[config.mk]
export PLATFORM = sky130hd
export DESIGN_NAME = decode_stage
export DESIGN_NICKNAME = d
export VERILOG_FILES = /design/src/hdl/isa_pkg.sv /design/src/hdl/pipe_pkg.sv /design/src/hdl/stage_latch.sv /design/src/hdl/inst_decoder.sv /design/src/hdl/reg_file.sv /design/src/hdl/bypass_hazard.sv /design/src/hdl/branch_unit.sv /design/src/hdl/decode_stage.sv
export SDC_FILE = /design/constraint.sdc
export NUM_CORES = 1
export LEC_CHECK = 0
export BUFFER_PORTS_ARGS = -buffer_cell sky130_fd_sc_hd__buf_4
export CAP_MARGIN = 5
export CORE_MARGIN = 4
export CORE_UTILIZATION = 35
export CTS_CLUSTER_DIAMETER = 150
export DETAILED_ROUTE_END_ITERATION = 10
export GPL_ROUTABILITY_DRIVEN = 1
export PLACE_DENSITY = 0.57
export REMOVE_ABC_BUFFERS = 1
export SETUP_SLACK_MARGIN = 0.02
export SYNTH_ARGS = -nofsm -noshare
export SYNTH_HDL_FRONTEND = slang
export SYNTH_SLANG_ARGS = --single-unit
[constraint.sdc]
create_clock -name clk -period 4.2 [get_ports clk]
set_input_delay 0.42 -clock clk [delete_from_list [all_inputs] [get_ports clk]]
set_output_delay 0.42 -clock clk [all_outputs]
set_load 0.05 [all_outputs]
[src/hdl/isa_pkg.sv]
package isa_pkg;

    typedef logic [4:0] reg_idx_t;

    // register format
    typedef struct packed {
        logic [5:0] op;
        reg_idx_t   rs;
        reg_idx_t   rt;
        reg_idx_t   rd;
        logic [4:0] sa;
        logic [5:0] funct;
    } r_view_t;

    // immediate format, rs/rt/imm together also form the jump index
    typedef struct packed {
        logic [5:0]  op;
        reg_idx_t    rs;
        reg_idx_t    rt;
        logic [15:0] imm;
    } i_view_t;

    typedef union packed {
        r_view_t r_view;
        i_view_t i_view;
    } inst_word_t;

    localparam logic [5:0] op_special = 6'h00;
    localparam logic [5:0] op_regimm  = 6'h01;   // bltz/bgez, selected by rt
    localparam logic [5:0] op_j       = 6'h02;
    localparam logic [5:0] op_jal     = 6'h03;
    localparam logic [5:0] op_beq     = 6'h04;
    localparam logic [5:0] op_bne     = 6'h05;
    localparam logic [5:0] op_blez    = 6'h06;
    localparam logic [5:0] op_bgtz    = 6'h07;
    localparam logic [5:0] op_addiu   = 6'h09;
    localparam logic [5:0] op_slti    = 6'h0a;
    localparam logic [5:0] op_sltiu   = 6'h0b;
    localparam logic [5:0] op_andi    = 6'h0c;
    localparam logic [5:0] op_ori     = 6'h0d;
    localparam logic [5:0] op_xori    = 6'h0e;
    localparam logic [5:0] op_lui     = 6'h0f;
    localparam logic [5:0] op_lw      = 6'h23;
    localparam logic [5:0] op_sw      = 6'h2b;

    // special function codes
    localparam logic [5:0] fn_sll  = 6'h00;
    localparam logic [5:0] fn_srl  = 6'h02;
    localparam logic [5:0] fn_sra  = 6'h03;
    localparam logic [5:0] fn_sllv = 6'h04;
    localparam logic [5:0] fn_srlv = 6'h06;
    localparam logic [5:0] fn_srav = 6'h07;
    localparam logic [5:0] fn_jr   = 6'h08;
    localparam logic [5:0] fn_addu = 6'h21;
    localparam logic [5:0] fn_subu = 6'h23;
    localparam logic [5:0] fn_and  = 6'h24;
    localparam logic [5:0] fn_or   = 6'h25;
    localparam logic [5:0] fn_xor  = 6'h26;
    localparam logic [5:0] fn_nor  = 6'h27;
    localparam logic [5:0] fn_slt  = 6'h2a;
    localparam logic [5:0] fn_sltu = 6'h2b;

    localparam reg_idx_t rt_bltz = 5'h00;
    localparam reg_idx_t rt_bgez = 5'h01;

    localparam reg_idx_t reg_link = 5'd31;   // jal return address

endpackage

[src/hdl/pipe_pkg.sv]
package pipe_pkg;

    localparam int word_w = 32;

    typedef logic [word_w-1:0] word_t;   // data word or pc

    // one-hot alu operation, bit positions
    localparam int alu_add_bit  = 0;
    localparam int alu_sub_bit  = 1;
    localparam int alu_slt_bit  = 2;
    localparam int alu_sltu_bit = 3;
    localparam int alu_and_bit  = 4;
    localparam int alu_nor_bit  = 5;
    localparam int alu_or_bit   = 6;
    localparam int alu_xor_bit  = 7;
    localparam int alu_sll_bit  = 8;
    localparam int alu_srl_bit  = 9;
    localparam int alu_sra_bit  = 10;

    localparam int alu_op_w = 11;

    // lui travels as add, its rs field is always zero
    typedef logic [alu_op_w-1:0] alu_op_t;

endpackage

[src/hdl/stage_latch.sv]
module stage_latch (
    input  logic                clk,
    input  logic                reset,
    input  logic                in_valid,
    input  pipe_pkg::word_t     in_inst,
    input  pipe_pkg::word_t     in_pc,
    input  logic                ready_go,
    input  logic                es_allowin,
    output logic                ds_allowin,
    output logic                ds_valid,
    output logic                out_valid,
    output isa_pkg::inst_word_t ds_inst,
    output pipe_pkg::word_t     ds_pc
);

    // empty, or the held instruction leaves this cycle
    assign ds_allowin = !ds_valid || (ready_go && es_allowin);
    assign out_valid  = ds_valid && ready_go;

    // valid bit is the whole state, empty or holding
    always_ff @(posedge clk) begin
        if (reset) begin
            ds_valid <= 1'b0;
        end else if (ds_allowin) begin
            ds_valid <= in_valid;   // empties when fetch has nothing
        end
    end

    always_ff @(posedge clk) begin
        if (in_valid && ds_allowin) begin
            ds_inst <= in_inst;
            ds_pc   <= in_pc;
        end
    end

endmodule

[src/hdl/inst_decoder.sv]
module inst_decoder (
    input  isa_pkg::inst_word_t ds_inst,
    output pipe_pkg::alu_op_t   alu_op,
    output logic                src1_is_sa,
    output logic                src1_is_pc,
    output logic                src2_is_imm,
    output logic                src2_is_8,
    output isa_pkg::reg_idx_t   dest,
    output logic                gpr_we,
    output logic                mem_re,
    output logic                mem_we,
    output logic                uses_rs,
    output logic                uses_rt,
    output logic                is_branch,
    output logic                is_jump_reg,
    output logic                is_jump_imm,
    output logic                inst_invalid
);

    import isa_pkg::*;
    import pipe_pkg::*;

    logic [5:0] op;
    logic [5:0] funct;
    reg_idx_t   rs;
    reg_idx_t   rt;
    reg_idx_t   rd;
    logic [4:0] sa;

    logic r_plain;   // special opcode with sa zero
    logic r_shift;   // special opcode with rs zero
    logic inst_addu, inst_subu, inst_slt, inst_sltu;
    logic inst_and, inst_or, inst_xor, inst_nor;
    logic inst_sll, inst_srl, inst_sra, inst_sllv, inst_srlv, inst_srav;
    logic inst_addiu, inst_slti, inst_sltiu, inst_andi, inst_ori, inst_xori, inst_lui;
    logic inst_lw, inst_sw;
    logic inst_beq, inst_bne, inst_blez, inst_bgtz, inst_bgez, inst_bltz;
    logic inst_j, inst_jal, inst_jr;
    logic r_two_src;
    logic i_alu;
    logic dst_is_rt;

    // same word seen through both views
    assign op    = ds_inst.i_view.op;
    assign rs    = ds_inst.i_view.rs;
    assign rt    = ds_inst.i_view.rt;
    assign rd    = ds_inst.r_view.rd;
    assign sa    = ds_inst.r_view.sa;
    assign funct = ds_inst.r_view.funct;

    assign r_plain = (op == op_special) && (sa == 5'd0);
    assign r_shift = (op == op_special) && (rs == 5'd0);

    assign inst_addu  = r_plain && (funct == fn_addu);
    assign inst_subu  = r_plain && (funct == fn_subu);
    assign inst_slt   = r_plain && (funct == fn_slt);
    assign inst_sltu  = r_plain && (funct == fn_sltu);
    assign inst_and   = r_plain && (funct == fn_and);
    assign inst_or    = r_plain && (funct == fn_or);
    assign inst_xor   = r_plain && (funct == fn_xor);
    assign inst_nor   = r_plain && (funct == fn_nor);
    assign inst_sllv  = r_plain && (funct == fn_sllv);
    assign inst_srlv  = r_plain && (funct == fn_srlv);
    assign inst_srav  = r_plain && (funct == fn_srav);
    assign inst_sll   = r_shift && (funct == fn_sll);   // also the nop
    assign inst_srl   = r_shift && (funct == fn_srl);
    assign inst_sra   = r_shift && (funct == fn_sra);
    assign inst_jr    = r_plain && (funct == fn_jr) && (rt == 5'd0) && (rd == 5'd0);
    assign inst_addiu = (op == op_addiu);
    assign inst_slti  = (op == op_slti);
    assign inst_sltiu = (op == op_sltiu);
    assign inst_andi  = (op == op_andi);   // zero-extended in execute
    assign inst_ori   = (op == op_ori);
    assign inst_xori  = (op == op_xori);
    assign inst_lui   = (op == op_lui) && (rs == 5'd0);
    assign inst_lw    = (op == op_lw);
    assign inst_sw    = (op == op_sw);
    assign inst_beq   = (op == op_beq);
    assign inst_bne   = (op == op_bne);
    assign inst_blez  = (op == op_blez) && (rt == 5'd0);
    assign inst_bgtz  = (op == op_bgtz) && (rt == 5'd0);
    assign inst_bgez  = (op == op_regimm) && (rt == rt_bgez);
    assign inst_bltz  = (op == op_regimm) && (rt == rt_bltz);
    assign inst_j     = (op == op_j);
    assign inst_jal   = (op == op_jal);

    assign r_two_src = inst_addu | inst_subu | inst_slt | inst_sltu | inst_and | inst_or
                     | inst_xor | inst_nor | inst_sllv | inst_srlv | inst_srav;
    assign i_alu     = inst_addiu | inst_slti | inst_sltiu | inst_andi | inst_ori | inst_xori;
    assign is_branch = inst_beq | inst_bne | inst_blez | inst_bgtz | inst_bgez | inst_bltz;
    assign is_jump_reg = inst_jr;
    assign is_jump_imm = inst_j | inst_jal;

    assign alu_op[alu_add_bit]  = inst_addu | inst_addiu | inst_lui | inst_lw | inst_sw
                                | inst_jal;   // jal computes pc + 8
    assign alu_op[alu_sub_bit]  = inst_subu;
    assign alu_op[alu_slt_bit]  = inst_slt | inst_slti;
    assign alu_op[alu_sltu_bit] = inst_sltu | inst_sltiu;
    assign alu_op[alu_and_bit]  = inst_and | inst_andi;
    assign alu_op[alu_nor_bit]  = inst_nor;
    assign alu_op[alu_or_bit]   = inst_or | inst_ori;
    assign alu_op[alu_xor_bit]  = inst_xor | inst_xori;
    assign alu_op[alu_sll_bit]  = inst_sll | inst_sllv;
    assign alu_op[alu_srl_bit]  = inst_srl | inst_srlv;
    assign alu_op[alu_sra_bit]  = inst_sra | inst_srav;

    assign src1_is_sa  = inst_sll | inst_srl | inst_sra;
    assign src1_is_pc  = inst_jal;
    assign src2_is_imm = i_alu | inst_lui | inst_lw | inst_sw;
    assign src2_is_8   = inst_jal;

    assign dst_is_rt = i_alu | inst_lui | inst_lw;
    assign dest      = inst_jal  ? reg_link :
                       dst_is_rt ? rt       :
                                   rd;
    assign gpr_we    = ~(inst_sw | is_branch | inst_j | inst_jr);
    assign mem_re    = inst_lw;
    assign mem_we    = inst_sw;

    // operands actually read, stalls only look at these
    assign uses_rs = r_two_src | i_alu | inst_lw | inst_sw | is_branch | inst_jr;
    assign uses_rt = r_two_src | src1_is_sa | inst_sw | inst_beq | inst_bne;

    assign inst_invalid = ~(r_two_src | src1_is_sa | i_alu | inst_lui | inst_lw | inst_sw
                          | is_branch | is_jump_imm | inst_jr);

endmodule

[src/hdl/reg_file.sv]
module reg_file (
    input  logic        clk,
    input  logic [4:0]  raddr1,
    input  logic [4:0]  raddr2,
    output logic [31:0] rdata1,
    output logic [31:0] rdata2,
    input  logic        we,
    input  logic [4:0]  waddr,
    input  logic [31:0] wdata
);

    logic [31:0] regs [0:31];

    always_ff @(posedge clk) begin
        if (we) begin
            regs[waddr] <= wdata;   // r0 may be written, reads mask it
        end
    end

    // same-cycle write is not seen here, the ws bypass covers it
    assign rdata1 = (raddr1 == 5'd0) ? 32'd0 : regs[raddr1];
    assign rdata2 = (raddr2 == 5'd0) ? 32'd0 : regs[raddr2];

endmodule

[src/hdl/bypass_hazard.sv]
module bypass_hazard (
    input  isa_pkg::reg_idx_t rs,
    input  isa_pkg::reg_idx_t rt,
    input  logic              uses_rs,
    input  logic              uses_rt,
    input  pipe_pkg::word_t   rf_rdata1,
    input  pipe_pkg::word_t   rf_rdata2,
    input  logic              es_res_valid,
    input  isa_pkg::reg_idx_t es_dest,
    input  pipe_pkg::word_t   es_res,
    input  logic              ms_res_valid,
    input  isa_pkg::reg_idx_t ms_dest,
    input  pipe_pkg::word_t   ms_res,
    input  logic              ws_we,
    input  isa_pkg::reg_idx_t ws_dest,
    input  pipe_pkg::word_t   ws_data,
    output pipe_pkg::word_t   rs_value,
    output pipe_pkg::word_t   rt_value,
    output logic              rs_hit_es_pending,
    output logic              rt_hit_es_pending,
    output logic              ready_go
);

    logic rs_hit_es;
    logic rs_hit_ms;
    logic rs_hit_ws;
    logic rt_hit_es;
    logic rt_hit_ms;
    logic rt_hit_ws;
    logic rs_hit_ms_pending;
    logic rt_hit_ms_pending;

    // r0 never matches
    assign rs_hit_es = (rs != 5'd0) && (rs == es_dest);
    assign rs_hit_ms = (rs != 5'd0) && (rs == ms_dest);
    assign rs_hit_ws = (rs != 5'd0) && (rs == ws_dest) && ws_we;
    assign rt_hit_es = (rt != 5'd0) && (rt == es_dest);
    assign rt_hit_ms = (rt != 5'd0) && (rt == ms_dest);
    assign rt_hit_ws = (rt != 5'd0) && (rt == ws_dest) && ws_we;

    // youngest producer wins
    assign rs_value = rs_hit_es ? es_res  :
                      rs_hit_ms ? ms_res  :
                      rs_hit_ws ? ws_data :
                                  rf_rdata1;
    assign rt_value = rt_hit_es ? es_res  :
                      rt_hit_ms ? ms_res  :
                      rt_hit_ws ? ws_data :
                                  rf_rdata2;

    assign rs_hit_es_pending = rs_hit_es && !es_res_valid;   // load still in execute
    assign rt_hit_es_pending = rt_hit_es && !es_res_valid;
    assign rs_hit_ms_pending = rs_hit_ms && !ms_res_valid;
    assign rt_hit_ms_pending = rt_hit_ms && !ms_res_valid;

    assign ready_go = !(uses_rs && (rs_hit_es_pending || rs_hit_ms_pending))
                   && !(uses_rt && (rt_hit_es_pending || rt_hit_ms_pending));

endmodule

[src/hdl/branch_unit.sv]
module branch_unit (
    input  isa_pkg::inst_word_t ds_inst,
    input  pipe_pkg::word_t     ds_pc,
    input  logic                ds_valid,
    input  logic                is_branch,
    input  logic                is_jump_reg,
    input  logic                is_jump_imm,
    input  pipe_pkg::word_t     rs_value,
    input  pipe_pkg::word_t     rt_value,
    input  logic                rs_hit_es_pending,
    input  logic                rt_hit_es_pending,
    output logic                br_taken,
    output logic                br_stall,
    output pipe_pkg::word_t     br_target
);

    import isa_pkg::*;
    import pipe_pkg::*;

    word_t       pc_plus4;
    word_t       br_offset;
    logic [25:0] jidx;
    logic        rs_eq_rt;
    logic        rs_is_zero;
    logic        rs_is_neg;
    logic        is_beq_bne;
    logic        cond;

    assign pc_plus4   = ds_pc + 32'd4;
    assign br_offset  = {{14{ds_inst.i_view.imm[15]}}, ds_inst.i_view.imm, 2'b00};
    assign jidx       = {ds_inst.i_view.rs, ds_inst.i_view.rt, ds_inst.i_view.imm};
    assign rs_eq_rt   = (rs_value == rt_value);
    assign rs_is_zero = (rs_value == '0);
    assign rs_is_neg  = rs_value[31];
    assign is_beq_bne = (ds_inst.i_view.op == op_beq) || (ds_inst.i_view.op == op_bne);

    // only meaningful while is_branch is high
    always_comb begin
        case (ds_inst.i_view.op)
            op_beq:    cond = rs_eq_rt;
            op_bne:    cond = !rs_eq_rt;
            op_blez:   cond = rs_is_neg || rs_is_zero;
            op_bgtz:   cond = !rs_is_neg && !rs_is_zero;
            op_regimm: cond = (ds_inst.i_view.rt == rt_bgez) ? !rs_is_neg : rs_is_neg;
            default:   cond = 1'b0;
        endcase
    end

    assign br_taken = ds_valid && ((is_branch && cond) || is_jump_reg || is_jump_imm);

    // compare operand still a load in execute
    assign br_stall = ds_valid
                   && (((is_branch || is_jump_reg) && rs_hit_es_pending)
                    || (is_branch && is_beq_bne && rt_hit_es_pending));

    assign br_target = is_jump_reg ? rs_value :
                       is_jump_imm ? {pc_plus4[31:28], jidx, 2'b00} :
                                     pc_plus4 + br_offset;

endmodule

[src/hdl/decode_stage.sv]
module decode_stage (
    input  logic                clk,
    input  logic                reset,
    input  logic                in_valid,
    input  pipe_pkg::word_t     in_inst,
    input  pipe_pkg::word_t     in_pc,
    output logic                ds_allowin,
    input  logic                es_allowin,
    output logic                out_valid,
    output pipe_pkg::word_t     out_pc,
    output pipe_pkg::alu_op_t   alu_op,
    output logic                src1_is_sa,
    output logic                src1_is_pc,
    output logic                src2_is_imm,
    output logic                src2_is_8,
    output logic [15:0]         imm,
    output pipe_pkg::word_t     rs_value,
    output pipe_pkg::word_t     rt_value,
    output isa_pkg::reg_idx_t   dest,
    output logic                gpr_we,
    output logic                mem_re,
    output logic                mem_we,
    output logic                inst_invalid,
    output logic                br_taken,
    output logic                br_stall,
    output pipe_pkg::word_t     br_target,
    input  logic                es_res_valid,
    input  isa_pkg::reg_idx_t   es_dest,
    input  pipe_pkg::word_t     es_res,
    input  logic                ms_res_valid,
    input  isa_pkg::reg_idx_t   ms_dest,
    input  pipe_pkg::word_t     ms_res,
    input  logic                ws_we,
    input  isa_pkg::reg_idx_t   ws_dest,
    input  pipe_pkg::word_t     ws_data
);

    import isa_pkg::*;
    import pipe_pkg::*;

    logic       ds_valid;
    inst_word_t ds_inst;
    logic       ready_go;

    // decoder to hazard and branch logic
    logic uses_rs;
    logic uses_rt;
    logic is_branch;
    logic is_jump_reg;
    logic is_jump_imm;

    word_t rf_rdata1;
    word_t rf_rdata2;
    logic  rs_hit_es_pending;
    logic  rt_hit_es_pending;

    assign imm = ds_inst.i_view.imm;   // raw field, execute extends it

    stage_latch stage_latch_inst (
        .clk, .reset, .in_valid, .in_inst, .in_pc, .ready_go, .es_allowin,
        .ds_allowin, .ds_valid, .out_valid, .ds_inst,
        .ds_pc (out_pc)
    );

    inst_decoder inst_decoder_inst (
        .ds_inst, .alu_op, .src1_is_sa, .src1_is_pc, .src2_is_imm, .src2_is_8,
        .dest, .gpr_we, .mem_re, .mem_we, .uses_rs, .uses_rt,
        .is_branch, .is_jump_reg, .is_jump_imm, .inst_invalid
    );

    reg_file reg_file_inst (
        .clk,
        .raddr1 (ds_inst.r_view.rs),
        .raddr2 (ds_inst.r_view.rt),
        .rdata1 (rf_rdata1),
        .rdata2 (rf_rdata2),
        .we     (ws_we),
        .waddr  (ws_dest),
        .wdata  (ws_data)
    );

    bypass_hazard bypass_hazard_inst (
        .rs (ds_inst.r_view.rs),
        .rt (ds_inst.r_view.rt),
        .uses_rs, .uses_rt, .rf_rdata1, .rf_rdata2,
        .es_res_valid, .es_dest, .es_res,
        .ms_res_valid, .ms_dest, .ms_res,
        .ws_we, .ws_dest, .ws_data,
        .rs_value, .rt_value, .rs_hit_es_pending, .rt_hit_es_pending, .ready_go
    );

    branch_unit branch_unit_inst (
        .ds_inst,
        .ds_pc (out_pc),
        .ds_valid, .is_branch, .is_jump_reg, .is_jump_imm,
        .rs_value, .rt_value, .rs_hit_es_pending, .rt_hit_es_pending,
        .br_taken, .br_stall, .br_target
    );

endmodule

# After elaboration in Yosys (flattened, before gate mapping)
# Memory sizes are Yosys's and may differ from the RTL's. A register that Yosys moved wholly into a read port is not among the register bits.
# Index checks and enable logic that the tools add are counted.
[classes]
bitwise_logic = 60
mux = 18
n_eq_ne = 38
addsub = 2
n_reduce_logical = 75
[ops]
columns = ["cell", "n"]
rows = [
  ["32-bit 2-to-1 mux", 10],
  ["6-bit equality test, second input constant", 10],
  ["1-bit OR", 58],
  ["1-bit logical AND", 49],
  ["6-bit by 4-bit equality test with 1-bit output, second input constant", 8],
  ["6-bit by 3-bit equality test with 1-bit output, second input constant", 7],
  ["32-bit by 3-bit adder with 32-bit output, second input constant", 1],
  ["32-bit adder", 1],
  ["32-bit equality test", 1],
  ["32-bit zero test", 1],
  ["5-bit equality test", 6],
  ["6-bit by 2-bit equality test with 1-bit output, second input constant", 4],
  ["5-bit zero test", 4],
  ["5-bit 2-to-1 mux", 4],
  ["6-bit zero test", 2],
  ["5-bit nonzero test", 2],
  ["1-bit logical OR", 9],
  ["1-bit zero test", 8],
  ["6-bit by 1-bit equality test with 1-bit output, second input constant", 1],
  ["5-bit by 1-bit equality test with 1-bit output, second input constant", 1],
  ["1-bit one-hot mux with 5 select lines", 1],
  ["1-bit 2-to-1 mux", 3],
  ["1-bit inverter", 2],
]
[totals]
word_cells = 197
n_memories = 1
regBits = 65
ram_bits = 1024
[memory_table]
columns = ["memory", "depth", "word_bits", "read_ports", "rd_clocked_by_memory_dff", "wr", "line", "rtl"]
rows = [
  ["reg_file_inst.regs", 32, 32, 2, 2, 1, "reg_file.sv:12", "logic [31:0] regs [0:31];"],
]

# Logic depth before layout (Yosys ltp)
[depth]
depth_word = 25
ltp_mapped = 21

# By module
# Synthesis repeated with hierarchy kept, for this count alone.
[hier_totals]
hier_cells = 3346
area_unflattened_um2 = 55325.6
[modules_own_cells]
columns = ["mod", "cells_per_inst", "area_each_um2", "seq_area_each_um2", "n_inst"]
rows = [
  ["reg_file", 2400, 46960.0, 30749.5, 1],
  ["branch_unit", 473, 3209.3, 0.0, 1],
  ["bypass_hazard", 291, 2501.1, 0.0, 1],
  ["stage_latch", 70, 1984.4, 1941.9, 1],
  ["inst_decoder", 112, 670.6, 0.0, 1],
]

# Worst setup path before layout
# No wires, ideal clock.
[synth_path]
path_type = "register to output"
start = "register stage_latch_inst.ds_pc[4]"
end = "output port br_target[30]"
slack_ns = -1.421
stages_incl_launch_ff = 18
n_path_buf = 0
required_ns = 3.780
t_arrival_ns = 5.201
path_cell_list = "edfxtp_1 -> and3_1 -> and3_1 -> and2_1 -> nand2_1 -> xnor2_1 -> ha_1 -> a2111oi_0 -> o21ai_0 -> and4_1 -> o41a_1 -> a2111oi_0 -> o31ai_1 -> o41ai_1 -> o21ai_0 -> xor2_1 -> nand2_1 -> a31oi_1"
[synth_via]
elab_chain_cells = 4
[synth_lines]
columns = ["element", "line", "rtl"]
rows = [
  ["start, declared", "stage_latch.sv:13", "output pipe_pkg::word_t ds_pc"],
  ["start signal, assigned", "stage_latch.sv:32", "ds_pc <= in_pc;"],
  ["32-bit by 3-bit adder with 32-bit output *", "branch_unit.sv:29", "assign pc_plus4 = ds_pc + 32'd4;"],
  ["32-bit adder", "branch_unit.sv:58", "pc_plus4 + br_offset;"],
  ["32-bit 2-to-1 mux *", "branch_unit.sv:57", "is_jump_imm ? {pc_plus4[31:28], jidx, 2'b00} :"],
  ["32-bit 2-to-1 mux *", "branch_unit.sv:56", "assign br_target = is_jump_reg ? rs_value :"],
  ["end, declared", "decode_stage.sv:26", "output pipe_pkg::word_t br_target,"],
]
# Mark *: on every way between the ends. The rest lies on a longest branch, timed or not.

# Worst setup path in the final report
[layout_path]
start = "register stage_latch_inst.ds_inst[23] in the netlist's numbering"
end = "output port br_taken"
[layout_via]
elab_chain_cells = 14
word_cells_on_any_way = 26
[layout_lines]
columns = ["element", "line", "rtl"]
rows = [
  ["start, declared", "stage_latch.sv:12", "output isa_pkg::inst_word_t ds_inst,"],
  ["start signal, assigned", "stage_latch.sv:31", "ds_inst <= in_inst;"],
  ["5-bit equality test / 5-bit nonzero test (equally long branches)", "bypass_hazard.sv:36, bypass_hazard.sv:34, bypass_hazard.sv:35", ""],
  ["1-bit logical AND (2 in series)", "bypass_hazard.sv:36", "assign rs_hit_ws = (rs != 5'd0) && (rs == ws_dest) && ws_we;"],
  ["32-bit 2-to-1 mux", "bypass_hazard.sv:44", "rs_hit_ws ? ws_data :"],
  ["32-bit 2-to-1 mux", "bypass_hazard.sv:43", "rs_hit_ms ? ms_res :"],
  ["32-bit 2-to-1 mux *", "bypass_hazard.sv:42", "assign rs_value = rs_hit_es ? es_res :"],
  ["32-bit zero test", "branch_unit.sv:33", "assign rs_is_zero = (rs_value == '0);"],
  ["1-bit zero test", "branch_unit.sv:43", "op_bgtz: cond = !rs_is_neg && !rs_is_zero;"],
  ["1-bit logical AND", "branch_unit.sv:43", ""],
  ["1-bit one-hot mux with 5 select lines *", "branch_unit.sv:39", "case (ds_inst.i_view.op)"],
  ["1-bit logical AND *", "branch_unit.sv:49", "assign br_taken = ds_valid && ((is_branch && cond) || is_jump_reg || is_jump_imm);"],
  ["1-bit logical OR * (2 in series)", "branch_unit.sv:49", ""],
  ["1-bit logical AND *", "branch_unit.sv:49", ""],
  ["end, declared", "decode_stage.sv:24", "output logic br_taken,"],
]
# Marked as above.

==> reports/metrics.cfg <==
[run_status]
outcome = complete, but fails checks
violations = setup timing

[logic_synthesis]
ys.flop_type = edfxtp_1
netlist_instances = 3549
ys_seq_area_frac = 0.589
synthDistinctLibCells = 85
async_flop_share = 0
synth_edf_count = 1088
yosys_warnings = 0
synth.avg_cell_area_sq_um = 15.7
synth_area_sq_mm = 0.0559
synth_seq_cells = 1099

[placed_design]
place_area_sq_mm = 0.0672
hpwl_mm = 170
place_congestion = 0.964
io_buffers = 353

[detailed_routing]
drtPass1Iterations = 6
ant_nets = 0
via_per_inst = 6.26
drtIter0Drc = 6169
routed-via-count = 43100
drc = 0
routed_wl_mm = 253
wl_per_cell_um = 36.8

[die]
num_rows = 146
start_util = 0.352
coreArea_sq_mm = 0.159
dieArea_sq_mm = 0.166
io_pins = 354
die_h_um = 407
fp.dieW_um = 407

[layout]
syn2layout_area_growth_pct = 34.4
multiInputGateArea_sq_mm = 0.0233
seqCellArea_sq_mm = 0.0329
nNetsFinal = 4916
fillers = 13600
drive_gt1_frac = 0.454
stdcell_area_sq_mm = 0.0751

[pwr]
pwr-share-seq = 0.397
switchingPower_mw = 9.70
clkPwrFrac = 0.329
p_leak_nw = 26.8
combPwrFrac = 0.273
swShare = 0.311
peakVddDrop_mv = 0.373
powerDensity_mw_per_mm2 = 415
p_int_mw = 21.4

[clock_network]
cts_buffer_depth = 3
cts_htree_levels = 3
clk-insertion-delay-late_ns = 0.79
root_buffer = clkbuf_16
cts_made_buffers = 117
numClockSinks = 1099
clkTransAtPathRegs_ns = 0.06
cts_tree = built

[timing]
relSlewSlack = 0.296
setup_viol = 31
setup_ws_ns = -1.32
maxSlewViolCount = 0
layout_min_cycle_time_ns = 5.52
fin_hold_ws_ns = 0.0718
hold_violations = 0
finalClockSkew_ns = 0.0396
worst_pin_slew_ns = 1.06
grt_setup_unrepaired = true
timing.fmax_mhz = 181
post-route-period-util = 1.31

[critical_path]
critPathLaunchType = register
end_kind = output port
crit_type = register to output port
crit_arrival_ns = 5.10
critical_path_required_ns = 3.78
path_max_fanout = 5

[global_route]
grt_max_degree = 50
grt-ovfl-total = 0
grt_antenna_before_repair = 13
grt_pass1_wl_mm = 342
track_usage = 0.294
grt_pass1_vias = 42100

[worst_hold_path]
hp-class = primary input to register

[run]
cap_viol_max_count = 0

-- path summary, 6_finish.rpt --
check                                    start                          end  slack, ns  cells after the start
setup / recovery  stage_latch_inst.ds_inst[23]                     br_taken      -1.32                     20
hold / removal                     ws_data[28]    reg_file_inst.regs[2][28]       0.07                      1
hold reg to reg   stage_latch_inst.ds_inst[18]                     register       0.72                      2
setup reg to reg  stage_latch_inst.ds_inst[31]  stage_latch_inst.ds_inst[0]       0.45                     15
-- worst max-delay path: stages (launching register included) --
cell	delay [ns]
edfxtp_1	0.49
buf_6	0.18
xnor2_4	0.16
nand4_1	0.22
o211ai_1	0.41
clkbuf_16	0.26
buf_12	0.13
buf_6	0.10
buf_6	0.11
a21oi_4	0.05
o31ai_4	0.28
buf_4	0.16
xor2_1	0.13
nand3_1	0.16
nor4b_2	0.31
nand4_1	0.14
nor4_2	0.33
buf_4	0.19
mux2i_2	0.21
o21ai_2	0.10
buf_6	0.16
-- synth_stat cells (all sizes together) (11+ instances only) --
cell,n,area [sq um]
o21ai,74,370
a211o,16,140
nor3,59,305
mux2i,238,2380
nand2b,12,75.1
nor4,29,221
a31oi,43,275
edfxtp,1088,32700
xnor2,72,631
nand3,92,470
a22oi,107,803
inv,54,203
a211oi,29,218
nor2b,16,108
dfxtp,11,220
ha,30,375
nand4,27,169
a221oi,35,307
clkbuf,112,420
mux4,429,9680
a21o,15,113
mux2,15,169
and3,30,188
a21oi,86,430
buf,166,1070
o31ai,11,135
o221ai,22,205
nor2,148,556
xor2,42,368
o22ai,57,357
nor4b,11,103
nand2,207,777
and2,18,113
or3,16,105
-- layer usage --
layer | up-vias | global-route usage | wire, um
met4 | 6 | 0.130 | 13400
met3 | 600 | 0.0981 | 32500
met5 | - | 0 | 37
met1 | 22300 | 0.387 | 95900
met2 | 3111 | 0.443 | 111000
li1 | 17000 | - | -
-- registers in the layout, indices dropped and copies added (netlist names), named ones only --
signal	flops
reg_file_inst.regs	1024
stage_latch_inst.ds_inst	32
stage_latch_inst.ds_pc	32
stage_latch_inst.ds_valid	1
-- final cells by class --
class | count | share of cell area
timing repair buffer | 1313 | 0.165
multi-input combinational | 2116 | 0.310
tap | 2072 | 0.0345
inverter | 56 | 0.00302
sequential | 1099 | 0.438
clock buffer | 133 | 0.0398
clock inverter | 82 | 0.00960
antenna | 5 | 0.000167
-- power by group through the flow --
stage          sequential (mW)  clock [mW]  combinational, mW
3_3_place_gp              12.6           0               7.43
5_1_grt                   12.4        10.8               8.70
3_5_place_dp              12.6           0               7.42
6_report                  12.4        10.3               8.51
2_1_floorplan             13.0           0               3.78
4_1_cts                   12.4        10.4               8.02
-- logic make-up after synthesis --
logic type / Yosys count / share of synthesized area
AO/OA/AOI/OAI: 584 / 0.0742
adder cells (fa/ha/maj): 31 / 0.00708
buffers and inverters: 334 / 0.0305
flip-flops: 1099 / 0.589
multiplexers: 682 / 0.219
XOR/XNOR: 114 / 0.0179
AND/OR/NAND/NOR: 705 / 0.0625
-- what timing repair did --
action / CTS / global route
setup buffers: 72 / 64
hold buffers: 73 / 0
resized for setup: 340 / 207
setup endpoints to repair: 80 / 60
cloned: 4 / 0
hold endpoints to repair: 109 / 0
pin swaps: 91 / 119
-- stage by stage --
step	TNS (ns)	utilization	setup WS, ns	cells	power, mW
after CTS	-18.57	0.465	-1.39	6828	30.8
after floorplan	-1003.02	-	-11.66	3271	16.8
after global routing	-20.41	0.473	-1.50	6873	31.9
after detailed placement	-8.09	0.424	-1.42	6475	20.0
after global placement	-8.92	0.424	-1.32	6475	20.0
final	-16.46	0.473	-1.32	6876	31.1
-- cell usage in the layout (no fill, tap or decap), types with 16 or more instances in the layout --
cell type         n
o22ai_1          55
clkinv_1         37
nand4_1          27
a211oi_1         22
a221oi_1         26
nor3_1           47
xnor2_2          17
xnor2_1          51
ha_1             27
clkbuf_16       118
dlygate4sd3_1    73
inv_1            42
a31oi_1          23
edfxtp_1       1088
clkbuf_1         16
mux4_2          425
clkinv_2         18
and3_1           22
nand3_1          83
buf_4           983
o21ai_0          43
mux2i_1         233
buf_12          123
nor2_4           37
a21oi_1          47
nor2_1           98
a22oi_1         102
nor4_1           20
buf_6            98
nand2_1         195
a21oi_2          33
xor2_1           39
buf_8            26
Power figures use the tool's default switching activity.
